===== src/ctrlPkg.sv =====
`default_nettype none

package ctrlPkg;

	//////////////////////////////
	// Widths
	//////////////////////////////
	localparam int instrWidth  = 18;
	localparam int dataWidth   = 16;
	localparam int regSelWidth = 4;
	localparam int aluOpWidth  = 4;
	localparam int buffWidth   = 22;
	localparam int flagWidth   = 3;

	// Registers behind the second write port
	localparam logic [3:0] specialRegA = 4'd12;
	localparam logic [3:0] specialRegB = 4'd13;
	localparam logic [3:0] linkReg     = 4'd15;

	// Flag bit positions
	localparam int flagLow  = 2;
	localparam int flagNeg  = 1;
	localparam int flagZero = 0;

	//////////////////////////////
	// Opcodes
	//////////////////////////////
	localparam logic [3:0] opMovMr = 4'd0;
	localparam logic [3:0] opMovRm = 4'd1;
	localparam logic [3:0] opAdd   = 4'd2;
	localparam logic [3:0] opSub   = 4'd3;
	localparam logic [3:0] opAnd   = 4'd4;
	localparam logic [3:0] opOr    = 4'd5;
	localparam logic [3:0] opXor   = 4'd6;
	localparam logic [3:0] opNot   = 4'd7;
	localparam logic [3:0] opLsh   = 4'd8;
	localparam logic [3:0] opRsh   = 4'd9;
	localparam logic [3:0] opArsh  = 4'd10;
	localparam logic [3:0] opMul   = 4'd11;
	localparam logic [3:0] opFmul  = 4'd12;
	localparam logic [3:0] opCmp   = 4'd13;
	localparam logic [3:0] opCmpr  = 4'd14;
	localparam logic [3:0] opMovr  = 4'd15;

	// 14-bit address group
	localparam logic [3:0] opCall   = 4'b0100;
	localparam logic [3:0] opMovMri = 4'b0101;
	localparam logic [3:0] opMovRmi = 4'b0110;
	localparam logic [3:0] opRet    = 4'b0111;

	// Jumps, op4 plus one more bit
	localparam logic [4:0] opJl  = 5'b10000;
	localparam logic [4:0] opJle = 5'b10001;
	localparam logic [4:0] opJne = 5'b10010;
	localparam logic [4:0] opJe  = 5'b10011;
	localparam logic [4:0] opJ   = 5'b10100;
	localparam logic [4:0] opJbe = 5'b10101;
	localparam logic [4:0] opJb  = 5'b10110;

	//////////////////////////////
	// Buffer enables
	//////////////////////////////
	localparam int buffImm     = 0;
	localparam int buffSrc     = 1;
	localparam int buffAlu1    = 2;
	localparam int buffAlu2    = 3;
	localparam int buffImmMov1 = 4;
	localparam int buffImmMov2 = 5;
	localparam int buffMov1    = 6;
	localparam int buffMov2    = 7;
	localparam int buffMemAddr = 8;
	localparam int buffAddrImm = 9;
	localparam int buffMemData = 10;
	localparam int buffMem1    = 12;
	localparam int buffMem2    = 13;
	localparam int buffRet     = 14;
	localparam int buffJump    = 15;
	localparam int buffPcInc   = 16;
	// High half of the MUL product into r12
	localparam int buffMulHi   = 21;

	typedef enum logic [2:0] {
		clsReg,
		clsMem,
		clsImm,
		clsAddr,
		clsIllegal
	} instrClass;

	typedef union packed {
		struct packed {
			logic [1:0]             top;
			logic [aluOpWidth-1:0]  opHi;
			logic [regSelWidth-1:0] dest;
			logic [aluOpWidth-1:0]  opLo;
			logic [regSelWidth-1:0] src;
		} normal;
		struct packed {
			logic [3:0]  op4;
			logic [13:0] addr14;
		} special;
	} instrWord;

endpackage

`default_nettype wire

===== src/stageIfs.sv =====
`default_nettype none

// Classified instruction between the input stage and the output stage
interface classIf;
	import ctrlPkg::*;

	logic                 valid;
	logic                 ready;
	instrClass            cls;
	instrWord             word;
	logic [flagWidth-1:0] flags;

	modport producer (output valid, cls, word, flags, input ready);
	modport consumer (input valid, cls, word, flags, output ready);
	// Decoders only look
	modport monitor (input valid, ready, cls, word, flags);
endinterface

// One full control set, combinational from the classified word
interface ctrlIf;
	import ctrlPkg::*;

	logic [aluOpWidth-1:0]  aluOp;
	logic                   writeEn1;
	logic                   writeEn2;
	logic [dataWidth-1:0]   immediate;
	logic [buffWidth-1:0]   buffCtrl;
	logic [regSelWidth-1:0] destSel;
	logic [regSelWidth-1:0] destSel2;
	logic [regSelWidth-1:0] srcSel;
	logic                   flagWrite;
	logic                   memWrite;
	logic                   memRead;
	logic [dataWidth-1:0]   addr;

	modport source (output aluOp, writeEn1, writeEn2, immediate, buffCtrl, destSel,
		destSel2, srcSel, flagWrite, memWrite, memRead, addr);
	modport sink (input aluOp, writeEn1, writeEn2, immediate, buffCtrl, destSel,
		destSel2, srcSel, flagWrite, memWrite, memRead, addr);
endinterface

`default_nettype wire


===== src/controlUnit.sv =====
`default_nettype none

module controlUnit (
	input  logic                            clk,
	input  logic                            arstN,
	input  logic                            instrValid,
	output logic                            instrReady,
	input  logic [ctrlPkg::instrWidth-1:0]  instruction,
	input  logic [ctrlPkg::flagWidth-1:0]   flags,
	output logic                            ctrlValid,
	input  logic                            ctrlReady,
	output logic [ctrlPkg::aluOpWidth-1:0]  aluOp,
	output logic                            writeEn1,
	output logic                            writeEn2,
	output logic [ctrlPkg::dataWidth-1:0]   immediate,
	output logic [ctrlPkg::buffWidth-1:0]   buffCtrl,
	output logic [ctrlPkg::regSelWidth-1:0] destSel,
	output logic [ctrlPkg::regSelWidth-1:0] destSel2,
	output logic [ctrlPkg::regSelWidth-1:0] srcSel,
	output logic                            flagWrite,
	output logic                            memWrite,
	output logic                            memRead,
	output logic [ctrlPkg::dataWidth-1:0]   addr
);

	//////////////////////////////
	// Stage buses
	//////////////////////////////
	classIf clsBus ();
	ctrlIf  normalBus ();
	ctrlIf  specialBus ();

	// Stage 1, register and classify
	instrClassifier classifier (
		.clk         (clk),
		.arstN       (arstN),
		.instrValid  (instrValid),
		.instrReady  (instrReady),
		.instruction (instruction),
		.flags       (flags),
		.out         (clsBus.producer)
	);

	normalDecoder normalDec (
		.in   (clsBus.monitor),
		.ctrl (normalBus.source)
	);

	specialDecoder specialDec (
		.in   (clsBus.monitor),
		.ctrl (specialBus.source)
	);

	// Stage 2, pick by class and hold for the datapath
	controlOutStage outStage (
		.clk       (clk),
		.arstN     (arstN),
		.in        (clsBus.consumer),
		.normal    (normalBus.sink),
		.special   (specialBus.sink),
		.ctrlValid (ctrlValid),
		.ctrlReady (ctrlReady),
		.aluOp     (aluOp),
		.writeEn1  (writeEn1),
		.writeEn2  (writeEn2),
		.immediate (immediate),
		.buffCtrl  (buffCtrl),
		.destSel   (destSel),
		.destSel2  (destSel2),
		.srcSel    (srcSel),
		.flagWrite (flagWrite),
		.memWrite  (memWrite),
		.memRead   (memRead),
		.addr      (addr)
	);

endmodule

`default_nettype wire


===== src/controlOutStage.sv =====
`default_nettype none

module controlOutStage (
	input  logic                            clk,
	input  logic                            arstN,
	classIf.consumer                        in,
	ctrlIf.sink                             normal,
	ctrlIf.sink                             special,
	output logic                            ctrlValid,
	input  logic                            ctrlReady,
	output logic [ctrlPkg::aluOpWidth-1:0]  aluOp,
	output logic                            writeEn1,
	output logic                            writeEn2,
	output logic [ctrlPkg::dataWidth-1:0]   immediate,
	output logic [ctrlPkg::buffWidth-1:0]   buffCtrl,
	output logic [ctrlPkg::regSelWidth-1:0] destSel,
	output logic [ctrlPkg::regSelWidth-1:0] destSel2,
	output logic [ctrlPkg::regSelWidth-1:0] srcSel,
	output logic                            flagWrite,
	output logic                            memWrite,
	output logic                            memRead,
	output logic [ctrlPkg::dataWidth-1:0]   addr
);
	import ctrlPkg::*;

	logic take;
	logic selNormal;
	logic selSpecial;

	assign in.ready = !ctrlValid || ctrlReady;
	assign take     = in.valid && in.ready;

	// Illegal words select neither and register zeros
	assign selNormal  = (in.cls == clsReg) || (in.cls == clsMem) || (in.cls == clsImm);
	assign selSpecial = (in.cls == clsAddr);

	always_ff @(posedge clk or negedge arstN) begin
		if (!arstN) begin
			ctrlValid <= 1'b0;
			aluOp     <= '0;
			writeEn1  <= 1'b0;
			writeEn2  <= 1'b0;
			immediate <= '0;
			buffCtrl  <= '0;
			destSel   <= '0;
			destSel2  <= '0;
			srcSel    <= '0;
			flagWrite <= 1'b0;
			memWrite  <= 1'b0;
			memRead   <= 1'b0;
			addr      <= '0;
		end else begin
			if (in.ready) begin
				ctrlValid <= in.valid;
			end
			if (take) begin
				aluOp     <= selNormal ? normal.aluOp : selSpecial ? special.aluOp : '0;
				writeEn1  <= selNormal ? normal.writeEn1 : selSpecial && special.writeEn1;
				writeEn2  <= selNormal ? normal.writeEn2 : selSpecial && special.writeEn2;
				immediate <= selNormal ? normal.immediate : selSpecial ? special.immediate : '0;
				buffCtrl  <= selNormal ? normal.buffCtrl : selSpecial ? special.buffCtrl : '0;
				destSel   <= selNormal ? normal.destSel : selSpecial ? special.destSel : '0;
				destSel2  <= selNormal ? normal.destSel2 : selSpecial ? special.destSel2 : '0;
				srcSel    <= selNormal ? normal.srcSel : selSpecial ? special.srcSel : '0;
				flagWrite <= selNormal ? normal.flagWrite : selSpecial && special.flagWrite;
				memWrite  <= selNormal ? normal.memWrite : selSpecial && special.memWrite;
				memRead   <= selNormal ? normal.memRead : selSpecial && special.memRead;
				addr      <= selNormal ? normal.addr : selSpecial ? special.addr : '0;
			end
		end
	end

endmodule

`default_nettype wire


===== src/specialDecoder.sv =====
`default_nettype none

module specialDecoder (
	classIf.monitor in,
	ctrlIf.source   ctrl
);
	import ctrlPkg::*;

	logic       low;
	logic       negative;
	logic       zero;
	logic [4:0] jumpCode;
	logic       jumpTaken;

	assign low      = in.flags[flagLow];
	assign negative = in.flags[flagNeg];
	assign zero     = in.flags[flagZero];

	assign jumpCode = {in.word.special.op4, in.word.special.addr14[13]};

	//////////////////////////////
	// Jump conditions
	//////////////////////////////
	always_comb begin
		case (jumpCode)
			opJl:    jumpTaken = negative;
			opJle:   jumpTaken = negative || zero;
			opJne:   jumpTaken = !zero;
			opJe:    jumpTaken = zero;
			opJ:     jumpTaken = 1'b1;
			opJbe:   jumpTaken = low || zero;
			opJb:    jumpTaken = low;
			default: jumpTaken = 1'b0;
		endcase
	end

	always_comb begin
		ctrl.aluOp     = '0;
		ctrl.writeEn1  = 1'b0;
		ctrl.writeEn2  = 1'b0;
		ctrl.immediate = '0;
		ctrl.buffCtrl  = '0;
		ctrl.destSel   = linkReg;
		ctrl.destSel2  = '0;
		ctrl.srcSel    = '0;
		ctrl.flagWrite = 1'b0;
		ctrl.memWrite  = 1'b0;
		ctrl.memRead   = 1'b0;
		ctrl.addr      = {{(dataWidth - 14){1'b0}}, in.word.special.addr14};

		ctrl.buffCtrl[buffSrc]     = 1'b1;
		ctrl.buffCtrl[buffAddrImm] = 1'b1;

		case (in.word.special.op4)
			opCall: begin
				// Return address pushed to memory
				ctrl.memWrite              = 1'b1;
				ctrl.buffCtrl[buffMem1]    = 1'b1;
				ctrl.buffCtrl[buffPcInc]   = 1'b1;
				ctrl.buffCtrl[buffMemAddr] = 1'b1;
			end
			opMovMri: begin
				ctrl.memRead             = 1'b1;
				ctrl.writeEn1            = 1'b1;
				ctrl.buffCtrl[buffMem1]  = 1'b1;
				ctrl.buffCtrl[buffPcInc] = 1'b1;
			end
			opMovRmi: begin
				ctrl.memWrite              = 1'b1;
				ctrl.buffCtrl[buffMemData] = 1'b1;
				ctrl.buffCtrl[buffPcInc]   = 1'b1;
			end
			opRet: begin
				ctrl.memRead           = 1'b1;
				ctrl.buffCtrl[buffRet] = 1'b1;
			end
			default: begin
				// Jumps, unknown codes just step the PC
				ctrl.buffCtrl[buffJump]  = jumpTaken;
				ctrl.buffCtrl[buffPcInc] = !jumpTaken;
			end
		endcase
	end

endmodule

`default_nettype wire


===== src/normalDecoder.sv =====
`default_nettype none

module normalDecoder (
	classIf.monitor in,
	ctrlIf.source   ctrl
);
	import ctrlPkg::*;

	logic specialDest;

	// r12 and r13 go through the second write port
	assign specialDest = (in.word.normal.dest == specialRegA) ||
		(in.word.normal.dest == specialRegB);

	always_comb begin
		ctrl.aluOp     = '0;
		ctrl.writeEn1  = 1'b0;
		ctrl.writeEn2  = 1'b0;
		ctrl.immediate = '0;
		ctrl.buffCtrl  = '0;
		ctrl.destSel   = '0;
		ctrl.destSel2  = '0;
		ctrl.srcSel    = '0;
		ctrl.flagWrite = 1'b0;
		ctrl.memWrite  = 1'b0;
		ctrl.memRead   = 1'b0;
		ctrl.addr      = '0;

		case (in.word.normal.opHi)
			//////////////////////////////
			// Register form
			//////////////////////////////
			4'd0: begin
				ctrl.aluOp              = in.word.normal.opLo;
				ctrl.srcSel             = in.word.normal.src;
				ctrl.destSel            = in.word.normal.dest;
				ctrl.destSel2           = in.word.normal.dest;
				ctrl.buffCtrl[buffSrc]   = 1'b1;
				ctrl.buffCtrl[buffPcInc] = 1'b1;
				case (in.word.normal.opLo)
					opAdd, opSub, opAnd, opOr, opXor, opNot, opLsh, opRsh, opArsh,
					opFmul: begin
						ctrl.flagWrite          = 1'b1;
						ctrl.writeEn1           = !specialDest;
						ctrl.writeEn2           = specialDest;
						ctrl.buffCtrl[buffAlu1] = !specialDest;
						ctrl.buffCtrl[buffAlu2] = specialDest;
					end
					opCmp, opCmpr: begin
						ctrl.flagWrite = 1'b1;
					end
					opMovr: begin
						ctrl.writeEn1           = !specialDest;
						ctrl.writeEn2           = specialDest;
						ctrl.buffCtrl[buffMov1] = !specialDest;
						ctrl.buffCtrl[buffMov2] = specialDest;
					end
					opMul: begin
						// Low half to r12 via port 1, high half via port 2
						if (in.word.normal.dest == specialRegA) begin
							ctrl.flagWrite           = 1'b1;
							ctrl.writeEn1            = 1'b1;
							ctrl.writeEn2            = 1'b1;
							ctrl.buffCtrl[buffAlu1]  = 1'b1;
							ctrl.buffCtrl[buffMulHi] = 1'b1;
						end
					end
					default: ;
				endcase
			end
			//////////////////////////////
			// Memory moves
			//////////////////////////////
			4'd1: begin
				ctrl.aluOp              = in.word.normal.opLo;
				ctrl.srcSel             = in.word.normal.src;
				ctrl.destSel            = in.word.normal.dest;
				ctrl.destSel2           = in.word.normal.dest;
				ctrl.buffCtrl[buffSrc]   = 1'b1;
				ctrl.buffCtrl[buffPcInc] = 1'b1;
				if (in.word.normal.opLo == opMovMr) begin
					ctrl.memRead               = 1'b1;
					ctrl.buffCtrl[buffMemAddr] = 1'b1;
					ctrl.writeEn1              = !specialDest;
					ctrl.writeEn2              = specialDest;
					ctrl.buffCtrl[buffMem1]    = !specialDest;
					ctrl.buffCtrl[buffMem2]    = specialDest;
				end else if (in.word.normal.opLo == opMovRm) begin
					ctrl.memWrite              = 1'b1;
					ctrl.buffCtrl[buffMemAddr] = 1'b1;
					ctrl.buffCtrl[buffMemData] = 1'b1;
				end
			end
			//////////////////////////////
			// Immediate form
			//////////////////////////////
			default: begin
				ctrl.aluOp              = in.word.normal.opHi;
				ctrl.srcSel             = in.word.normal.dest;
				ctrl.destSel            = in.word.normal.dest;
				ctrl.destSel2           = in.word.normal.dest;
				ctrl.immediate          = {{(dataWidth - 8){1'b0}}, in.word.normal.opLo,
					in.word.normal.src};
				ctrl.buffCtrl[buffImm]   = 1'b1;
				ctrl.buffCtrl[buffPcInc] = 1'b1;
				case (in.word.normal.opHi)
					opAdd, opSub, opAnd, opOr, opXor, opNot, opLsh, opRsh, opArsh: begin
						ctrl.flagWrite          = 1'b1;
						ctrl.writeEn1           = !specialDest;
						ctrl.writeEn2           = specialDest;
						ctrl.buffCtrl[buffAlu1] = !specialDest;
						ctrl.buffCtrl[buffAlu2] = specialDest;
					end
					opCmp, opCmpr: begin
						ctrl.flagWrite = 1'b1;
					end
					opMovr: begin
						ctrl.writeEn1              = !specialDest;
						ctrl.writeEn2              = specialDest;
						ctrl.buffCtrl[buffImmMov1] = !specialDest;
						ctrl.buffCtrl[buffImmMov2] = specialDest;
					end
					// MUL and FMUL have no immediate form
					default: ;
				endcase
			end
		endcase
	end

endmodule

`default_nettype wire


===== src/instrClassifier.sv =====
`default_nettype none

module instrClassifier (
	input  logic                           clk,
	input  logic                           arstN,
	input  logic                           instrValid,
	output logic                           instrReady,
	input  logic [ctrlPkg::instrWidth-1:0] instruction,
	input  logic [ctrlPkg::flagWidth-1:0]  flags,
	classIf.producer                       out
);
	import ctrlPkg::*;

	instrWord  inWord;
	instrClass nextCls;
	logic      take;

	assign inWord = instruction;

	// Empty, or the word held here leaves this cycle
	assign instrReady = !out.valid || out.ready;
	assign take       = instrValid && instrReady;

	//////////////////////////////
	// Top level decode
	//////////////////////////////
	always_comb begin
		case (inWord.normal.top)
			2'b00: begin
				if (inWord.normal.opHi == 4'd0) begin
					nextCls = clsReg;
				end else if (inWord.normal.opHi == 4'd1) begin
					nextCls = clsMem;
				end else begin
					nextCls = clsImm;
				end
			end
			2'b01, 2'b10: begin
				nextCls = clsAddr;
			end
			default: begin
				// Old stack group, no longer decoded
				nextCls = clsIllegal;
			end
		endcase
	end

	always_ff @(posedge clk or negedge arstN) begin
		if (!arstN) begin
			out.valid <= 1'b0;
		end else if (instrReady) begin
			out.valid <= instrValid;
		end
	end

	always_ff @(posedge clk) begin
		if (take) begin
			out.word  <= inWord;
			out.flags <= flags;
			out.cls   <= nextCls;
		end
	end

endmodule

`default_nettype wire


===== config.mk =====
export PLATFORM = sky130hd
export DESIGN_NAME = controlUnit
export DESIGN_NICKNAME = d
export VERILOG_FILES = /design/src/ctrlPkg.sv /design/src/stageIfs.sv /design/src/controlUnit.sv /design/src/controlOutStage.sv /design/src/specialDecoder.sv /design/src/normalDecoder.sv /design/src/instrClassifier.sv
export SDC_FILE = /design/constraint.sdc
export NUM_CORES = 1
export LEC_CHECK = 0
export ABC_AREA = 1
export BUFFER_PORTS_ARGS = -buffer_cell sky130_fd_sc_hd__buf_2
export CAP_MARGIN = 20
export CORE_MARGIN = 10
export CORE_UTILIZATION = 40
export CTS_BUF_LIST = sky130_fd_sc_hd__clkbuf_4
export DETAILED_ROUTE_END_ITERATION = 6
export GPL_TIMING_DRIVEN = 0
export PLACE_DENSITY = 0.73
export SETUP_SLACK_MARGIN = 0.1
export SYNTH_ARGS = -nofsm -noshare
export SYNTH_HDL_FRONTEND = slang
export SYNTH_SLANG_ARGS = --single-unit

===== constraint.sdc =====
create_clock -name clk -period 1.47 [get_ports clk]
set_clock_uncertainty 0.2 [all_clocks]
set_input_delay 0.294 -clock clk [delete_from_list [all_inputs] [get_ports clk]]
set_output_delay 0.294 -clock clk [all_outputs]
set_load 0.005 [all_outputs]

==> results of run 1 <==
==> cell usage in the layout (no fill, tap or decap), drive strengths merged <==
master | Yosys | routed
a31oi | 2 | 2
nor3 | 2 | 2
o21ai | 40 | 40
a21oi | 15 | 15
clkinv | 0 | 2
nand2 | 105 | 105
nand4 | 3 | 3
clkbuf | 6 | 12
or3 | 1 | 1
dfrtp | 62 | 62
clkinvlp | 0 | 2
o2111ai | 1 | 1
a22o | 2 | 2
conb | 1 | 15
buf | 20 | 190
nor2 | 29 | 29
o22ai | 4 | 4
edfxtp | 24 | 24
inv | 34 | 37
dlygate4sd3 | 0 | 23
bufinv | 0 | 1
nand3b | 1 | 1
a32o | 3 | 3
nand3 | 20 | 20
ha | 2 | 2
o211ai | 4 | 4
==> path summary, 6_finish.rpt <==
path                                         startpoint               endpoint  depth (start not counted)
worst max-delay path            classifier.out.word[13]  outStage.buffCtrl[10]                          7
worst max register to register  classifier.out.word[13]  outStage.buffCtrl[10]                          7
worst min register to register         outStage.addr[2]       outStage.addr[2]                          2
min in group asynchronous                         arstN  outStage.immediate[1]                          2
max in group asynchronous                         arstN   outStage.destSel2[3]                          3
worst min-delay path                          ctrlReady     outStage.ctrlValid                          4
==> worst register-to-register path, cell delays in order, from the launching register on <==
cell	delay (ns)
sky130_fd_sc_hd__edfxtp_1	0.54
sky130_fd_sc_hd__inv_4	0.16
sky130_fd_sc_hd__nand2_4	0.09
sky130_fd_sc_hd__nor2_8	0.15
sky130_fd_sc_hd__nand2_4	0.11
sky130_fd_sc_hd__nor2_4	0.10
sky130_fd_sc_hd__nand4_1	0.13
sky130_fd_sc_hd__o211ai_1	0.12
==> per-stage QoR <==
| stage | setup TNS (ns) | cell area [um^2] | total power [mW] |
|---|---|---|---|
| 6_report | -4.007 | 5762 | 6.235 |
| 4_1_cts | -4.513 | 5348 | 5.994 |
| 2_1_floorplan | -0.3633 | 3860 | 3.647 |
| 3_5_place_dp | -16.12 | 4472 | 4.257 |
| 5_1_grt | -10.02 | 5762 | 6.568 |
| 3_3_place_gp | -29.78 | 4452 | 4.216 |
==> cell usage after synthesis <==
master                      count  area share
sky130_fd_sc_hd__nand2_1       93       0.092
sky130_fd_sc_hd__dfrtp_1       62        0.41
sky130_fd_sc_hd__o21ai_0       34       0.045
sky130_fd_sc_hd__inv_1         27       0.027
sky130_fd_sc_hd__edfxtp_1      24        0.19
sky130_fd_sc_hd__nor2_1        21       0.021
sky130_fd_sc_hd__nand3_1       17       0.022
sky130_fd_sc_hd__buf_4         16       0.032
sky130_fd_sc_hd__a21oi_1       12       0.016
sky130_fd_sc_hd__nand2_2        7       0.012
sky130_fd_sc_hd__clkbuf_1       6      0.0059
sky130_fd_sc_hd__nand2_4        5       0.015
sky130_fd_sc_hd__o21ai_1        5      0.0066
sky130_fd_sc_hd__buf_2          4      0.0053
sky130_fd_sc_hd__inv_2          4      0.0040
sky130_fd_sc_hd__nor2_2         4      0.0066
sky130_fd_sc_hd__o211ai_1       4      0.0079
sky130_fd_sc_hd__o22ai_1        4      0.0066
sky130_fd_sc_hd__a21oi_2        3      0.0069
sky130_fd_sc_hd__a32o_1         3      0.0079
sky130_fd_sc_hd__inv_4          3      0.0050
sky130_fd_sc_hd__nand3_2        3      0.0079
sky130_fd_sc_hd__nand4_1        3      0.0050
sky130_fd_sc_hd__a22o_1         2      0.0046
sky130_fd_sc_hd__a31oi_1        2      0.0033
sky130_fd_sc_hd__ha_1           2      0.0066
sky130_fd_sc_hd__nor2_4         2      0.0059
sky130_fd_sc_hd__nor2_8         2       0.011
sky130_fd_sc_hd__nor3_1         2      0.0026
sky130_fd_sc_hd__conb_1         1     0.00099
sky130_fd_sc_hd__nand3b_1       1      0.0020
sky130_fd_sc_hd__o2111ai_1      1      0.0023
sky130_fd_sc_hd__o21ai_2        1      0.0023
sky130_fd_sc_hd__or3_1          1      0.0017
==> power groups by stage <==
stage                     logic, mW  registers (mW)  clock network, mW
after global placement         1.18            3.03                  0
after detailed placement       1.21            3.05                  0
after floorplan               0.602            3.04                  0
after CTS                      1.55            3.00               1.45
final                          1.80            3.00               1.43
after global routing           1.96            3.03               1.57
==> timing repair <==
| action | in CTS | in global routing |
|---|---|---|
| gates resized for setup | 55 | 44 |
| endpoints found under the setup margin | 147 | 149 |
| cloned | 1 | 0 |
| pin swaps | 10 | 20 |
| buffers inserted | 40 | 41 |
| endpoints found under the hold margin | 47 | 1 |
==> cells by family (layout without fill, tap and decap cells) <==
kind of cell / after synthesis / after routing / share of synthesized area
AND/OR/NAND/NOR: 161 / 161 / 0.2042
flip-flops: 86 / 86 / 0.6001
AO/OA/AOI/OAI: 71 / 71 / 0.1094
buffers and inverters: 60 / 267 / 0.07865
adder cells (fa/ha/maj): 2 / 2 / 0.006608
other: 1 / 15 / 0.0009905
==> flip-flops by register name, indices dropped and copies added, names as in the netlist <==
| signal | count |
|---|---|
| classifier.out.word | 18 |
| outStage.buffCtrl | 17 |
| outStage.addr | 14 |
| outStage.immediate | 8 |
| outStage.aluOp | 4 |
| outStage.destSel2 | 4 |
| outStage.destSel | 4 |
| outStage.srcSel | 4 |
| classifier.out.cls | 3 |
| classifier.out.flags | 3 |
| classifier.out.valid | 1 |
| outStage.ctrlValid | 1 |
| outStage.flagWrite | 1 |
| outStage.memRead | 1 |
| outStage.memWrite | 1 |
| outStage.writeEn1 | 1 |
| outStage.writeEn2 | 1 |
==> cell type report <==
| type | count | share of cell area |
|---|---|---|
| Buffer | 26 | 0.03496 |
| Clock buffer | 9 | 0.01173 |
| Clock inverter | 7 | 0.01390 |
| Inverter | 34 | 0.02628 |
| Multi-Input combinational cell | 249 | 0.2545 |
| Sequential cell | 86 | 0.3944 |
| Tap cell | 129 | 0.02801 |
| Timing Repair Buffer | 190 | 0.2350 |
| Timing Repair inverter | 1 | 0.001303 |
==> layer usage <==
metal	track usage	wire [um]	up-vias
met5	0	0	-
met4	0.05272	219	0
met3	0.03874	998	17
met2	0.2837	5835	122
met1	0.2069	4825	1673
li1	-	-	1671
==> flow_summary.json, run 1 <==
{
  "io_pins": 102,
  "netSwitchingFraction": 0.3216,
  "timing.max_slew.rel_slack": 0.5967,
  "final-instance-count-excl-fill": 731,
  "outcome": "finished, violations left",
  "timing.hold.worst.class": "in2reg",
  "crit_path_top_delay_cell": "sky130_fd_sc_hd__edfxtp_1",
  "yosysSeqAreaShare": 0.6001,
  "final_hold_viol_count": 1,
  "violations": "hold timing, setup timing",
  "dp.cells": 611,
  "critical-path-max-stage-delay_ns": 0.54,
  "clkPwrFrac": 0.230,
  "cp_max_fo": 6,
  "synth_area_per_cell_um2": 9.937,
  "row_count": 35,
  "setup_violations": 78,
  "cts-htree-levels": 3,
  "worst_setup_hold_path_clk_slew_ns": 0.16,
  "place_hpwl_mm": 7.982,
  "drtIter0Drc": 144,
  "detail_route.vias_per_cell": 4.765,
  "finalHoldWorstSlack_ns": -0.06993,
  "power.share.sequential": 0.481,
  "wl_per_cell_um": 16.25,
  "pre_cts_setup_slack_ns": -0.2776,
  "cp_data_arrival_time_ns": 1.84,
  "area_delta_synth_final_pct": 52.18,
  "postRouteWirelength_mm": 11.88,
  "insertedDiodeCount": 0,
  "num-fill-cells": 731,
  "grt_antenna_before_repair": 0,
  "die_height_um": 117.3,
  "min_period_over_period": 1.144,
  "drv.max_cap_violation_count": 0,
  "core_um2": 9240,
  "drive_gt1_frac": 0.4751,
  "cp_top_family": "simple AND/OR/NAND/NOR gates",
  "multi_input_comb_area_um2": 1466,
  "grt_start_max_net_pins": 39,
  "yosysUniqueCellTypes": 34,
  "p_leak_nw": 2.945,
  "top_achievable_clock_speed_ghz": 0.5944,
  "design.final.nets": 624,
  "clock_tree_from_tritoncts": "built",
  "drcViolationCount": 0,
  "regArea_um2": 2272,
  "finalCriticalPeriod_ns": 1.682,
  "timing.critical_path.from_type": "flip-flop",
  "post_route_ant_nets": 0,
  "grt_util_all_layers": 0.1675,
  "path_class": "reg2reg",
  "gp_congestion": 0.9335,
  "power_density_nw_per_um2": 1082,
  "synthesis.area_um2": 3786,
  "vdd_ir_drop_max_v": 0.0005789,
  "worstPathBufferInverterCount": 1,
  "grt_overflow": 0,
  "finalWorstSetupSlack_ns": -0.2123,
  "crit_path_cell_trace": "inv_4 > nand2_4 > nor2_8 > nand2_4 > nor2_4 > nand4_1 > o211ai_1",
  "worst_skew_pair.late_latency_ns": 0.45,
  "power.combinational.fraction": 0.288,
  "cts-root-to-sink-buffers": 2,
  "worstSetupEndpointType": "flip-flop",
  "cts.sink_count": 86,
  "finalMaxSlewViolations": 0,
  "portbufs": 86,
  "dieWidth_um": 117.3,
  "synthCells": 381,
  "cts.root.buffer_cell": "sky130_fd_sc_hd__clkbuf_4",
  "via_count_of_the_first_global_routing_pass": 3432,
  "cell_internal_pwr_mw": 4.230,
  "setup_repair_after_global_routing_missed_its_margin": "true",
  "start_util": 0.4097,
  "net-switching-power_mw": 2.005,
  "max_slew.worst_pin.slew_ns": 0.6050,
  "global_route_wire_length_before_repair_mm": 17.71,
  "firstDrtPassIters": 5,
  "postSynthRegisterBits": 86,
  "ctsHoldBuffers": 23,
  "cts_buffers": 9,
  "finish.utilization": 0.6236,
  "fp.dieArea_um2": 13760,
  "routed-via-count": 3483,
  "r2r_slack_ns": -0.21,
  "yosys_warnings": 0,
  "crit_path_frequent_cell": "sky130_fd_sc_hd__nand2_4",
  "data_required_time_at_the_worst_endpoint_ns": 1.62
}
(Power assumes the default switching activity.)
==> inputs of run 2 (changes only) <==
--- a/config.mk
+++ b/config.mk
@@ -14,6 +14,7 @@
 export DETAILED_ROUTE_END_ITERATION = 6
 export GPL_TIMING_DRIVEN = 0
 export PLACE_DENSITY = 0.73
+export RECOVER_POWER = 25
 export SETUP_SLACK_MARGIN = 0.1
 export SYNTH_ARGS = -nofsm -noshare
 export SYNTH_HDL_FRONTEND = slang
==> run 2 against run 1 <==
- the flow still finishes with violations (hold timing, setup timing)
- first-iteration DRC count rose by 1.4%
- via count fell by 0.69%
- utilization fell by 0.081 points
- flip-flop and latch count did not move
- non-clock buffer count did not move
- worst hold slack got worse by 0.0010 ns
- critical path depth did not move
- sequential share of layout area rose by 0.051 points
- fmax rose by 0.51%
- sequential power barely moved
- cell area fell by 0.13%
- combinational power barely moved
- critical path type unchanged
- largest power group unchanged
==> flow_summary.json, run 2 (synthesis results as in run 1) <==
{
  "outcome": "finished, violations left",
  "violations": "hold timing, setup timing",
  "top_register": "classifier.out.word",
  "gp_congestion": 0.9335,
  "finish.utilization": 0.6227,
  "cts-htree-levels": 3,
  "grt_util_all_layers": 0.1675,
  "path_class": "reg2reg",
  "clock_tree_from_tritoncts": "built",
  "cts_buffers": 9,
  "net-switching-power_mw": 2.006,
  "insertedDiodeCount": 0,
  "place_hpwl_mm": 7.982,
  "finalHoldWorstSlack_ns": -0.07094,
  "cell_internal_pwr_mw": 4.228,
  "worstPathBufferInverterCount": 1,
  "data_required_time_at_the_worst_endpoint_ns": 1.62,
  "crit_path_cell_trace": "inv_4 > nand2_4 > nor2_8 > nand2_4 > nor2_4 > nand4_1 > o211ai_1",
  "critical-path-max-stage-delay_ns": 0.54,
  "core_um2": 9240,
  "firstDrtPassIters": 4,
  "final-instance-count-excl-fill": 731,
  "grt_start_max_net_pins": 39,
  "largest_registers": "classifier.out.word (18), outStage.buffCtrl (17), outStage.addr (14)",
  "clkPwrFrac": 0.230,
  "finalWorstSetupSlack_ns": -0.2037,
  "worstSetupEndpointType": "flip-flop",
  "grt_antenna_before_repair": 0,
  "cts.root.buffer_cell": "sky130_fd_sc_hd__clkbuf_4",
  "worst_skew_pair.late_latency_ns": 0.45,
  "largest_register_ffs": 18,
  "drive_gt1_frac": 0.4651,
  "start_util": 0.4097,
  "num-fill-cells": 737,
  "cp_top_family": "simple AND/OR/NAND/NOR gates",
  "drv.max_cap_violation_count": 0,
  "cp_data_arrival_time_ns": 1.83,
  "finalMaxSlewViolations": 0,
  "power.combinational.fraction": 0.288,
  "portbufs": 86,
  "drcViolationCount": 0,
  "timing.critical_path.from_type": "flip-flop",
  "cts.sink_count": 86,
  "design_power_total_mw": 6.234,
  "setup_repair_after_global_routing_missed_its_margin": "true",
  "die_height_um": 117.3,
  "max_slew.worst_pin.slew_ns": 0.6725,
  "layout.cells.most_common": "sky130_fd_sc_hd__nand2_1",
  "dieWidth_um": 117.3,
  "global_route_wire_length_before_repair_mm": 17.71,
  "final_hold_viol_count": 1,
  "io_pins": 102,
  "via_count_of_the_first_global_routing_pass": 3432,
  "p_leak_nw": 2.929,
  "dp.cells": 611,
  "design.final.nets": 624,
  "regArea_um2": 2272,
  "worst_setup_hold_path_clk_slew_ns": 0.16,
  "wl_per_cell_um": 16.25,
  "postRouteWirelength_mm": 11.88,
  "fp.dieArea_um2": 13760,
  "netSwitchingFraction": 0.3218,
  "ctsHoldBuffers": 23,
  "setup_violations": 77,
  "post_route_ant_nets": 0,
  "power_density_nw_per_um2": 1083,
  "multi_input_comb_area_um2": 1466,
  "area_delta_synth_final_pct": 51.98,
  "vdd_ir_drop_max_v": 0.0005779,
  "cts-root-to-sink-buffers": 2,
  "drtIter0Drc": 146,
  "power.share.sequential": 0.482,
  "cp_max_fo": 6,
  "detail_route.vias_per_cell": 4.732,
  "timing.max_slew.rel_slack": 0.5517,
  "crit_path_top_delay_cell": "sky130_fd_sc_hd__edfxtp_1",
  "pre_cts_setup_slack_ns": -0.2776,
  "layout.cells.most_common_list": "84 x sky130_fd_sc_hd__nand2_1, 83 x sky130_fd_sc_hd__buf_2, 81 x sky130_fd_sc_hd__buf_4",
  "min_period_over_period": 1.139,
  "row_count": 35,
  "finalCriticalPeriod_ns": 1.674,
  "grt_overflow": 0,
  "crit_path_frequent_cell": "sky130_fd_sc_hd__nand2_4",
  "routed-via-count": 3459,
  "timing.hold.worst.class": "in2reg",
  "top_achievable_clock_speed_ghz": 0.5975
}
## run 2: cell types whose count changed in the layout (fill, tap and decap cells not counted), sizes merged
cell and change:
clkbuf +7, buf -7
## run 2: worst paths after layout
path | from | to | slack, ns | cells after the start
setup reg to reg | classifier.out.word[13] | outStage.buffCtrl[10] | -0.20 | 7
max in group asynchronous | arstN | outStage.destSel2[3] | 0.23 | 3
hold reg to reg | outStage.addr[2] | outStage.addr[2] | 0.30 | 2
min in group asynchronous | arstN | outStage.immediate[1] | 0.21 | 2
hold / removal | ctrlReady | outStage.ctrlValid | -0.07 | 4
setup / recovery | classifier.out.word[13] | outStage.buffCtrl[10] | -0.20 | 7
## run 2: area by class of cell
| class | count | share of cell area |
|---|---|---|
| flip-flops and latches | 86 | 0.3949 |
| multi-input cells | 249 | 0.2548 |
| repair buffers | 190 | 0.2340 |
| plain buffers | 26 | 0.03501 |
| well taps | 129 | 0.02805 |
| inverters | 34 | 0.02631 |
| clock inverters | 7 | 0.01392 |
| clock buffers | 9 | 0.01174 |
| repair inverters | 1 | 0.001305 |
## run 2: power by group through the flow
stage / Combinational, mW / Sequential, mW / Clock, mW
after CTS: 1.55 / 3.00 / 1.45
after floorplan: 0.602 / 3.04 / 0
after global placement: 1.18 / 3.03 / 0
final: 1.80 / 3.00 / 1.43
after global routing: 1.96 / 3.03 / 1.57
after detailed placement: 1.21 / 3.05 / 0
## run 2: layer usage
| layer | wire [um] | GRT usage | share of wire | vias to the layer above |
|---|---|---|---|---|
| met3 | 1048 | 0.03874 | 0.088 | 17 |
| met5 | 0 | 0 | 0 | - |
| met1 | 4776 | 0.2069 | 0.40 | 1649 |
| met4 | 219 | 0.05272 | 0.018 | 0 |
| met2 | 5832 | 0.2837 | 0.49 | 124 |
| li1 | - | - | - | 1669 |
## run 2: worst min-delay path: cells and delay by family
| family | cells | cell delay, ns |
|---|---|---|
| simple gates | 2 | 0.13 |
| buf+inv | 2 | 0.13 |
## run 2: through the flow
| step | hold WS [ns] | setup TNS (ns) | area [um^2] |
|---|---|---|---|
| after global placement | 0.2614 | -29.78 | 4452 |
| final | -0.07094 | -3.883 | 5754 |
| after CTS | -0.09082 | -4.513 | 5348 |
| after floorplan | -0.2016 | -0.3633 | 3860 |
| after global routing | -0.06177 | -10.02 | 5754 |
| after detailed placement | 0.1396 | -16.12 | 4472 |
## run 2: repair_timing
item,4_1_cts,5_1_grt
gates resized for setup,55,44
pin swaps,10,20
hold endpoints to repair,47,1
setup buffers,40,41
endpoints found under the setup margin,147,149
gates cloned,1,0
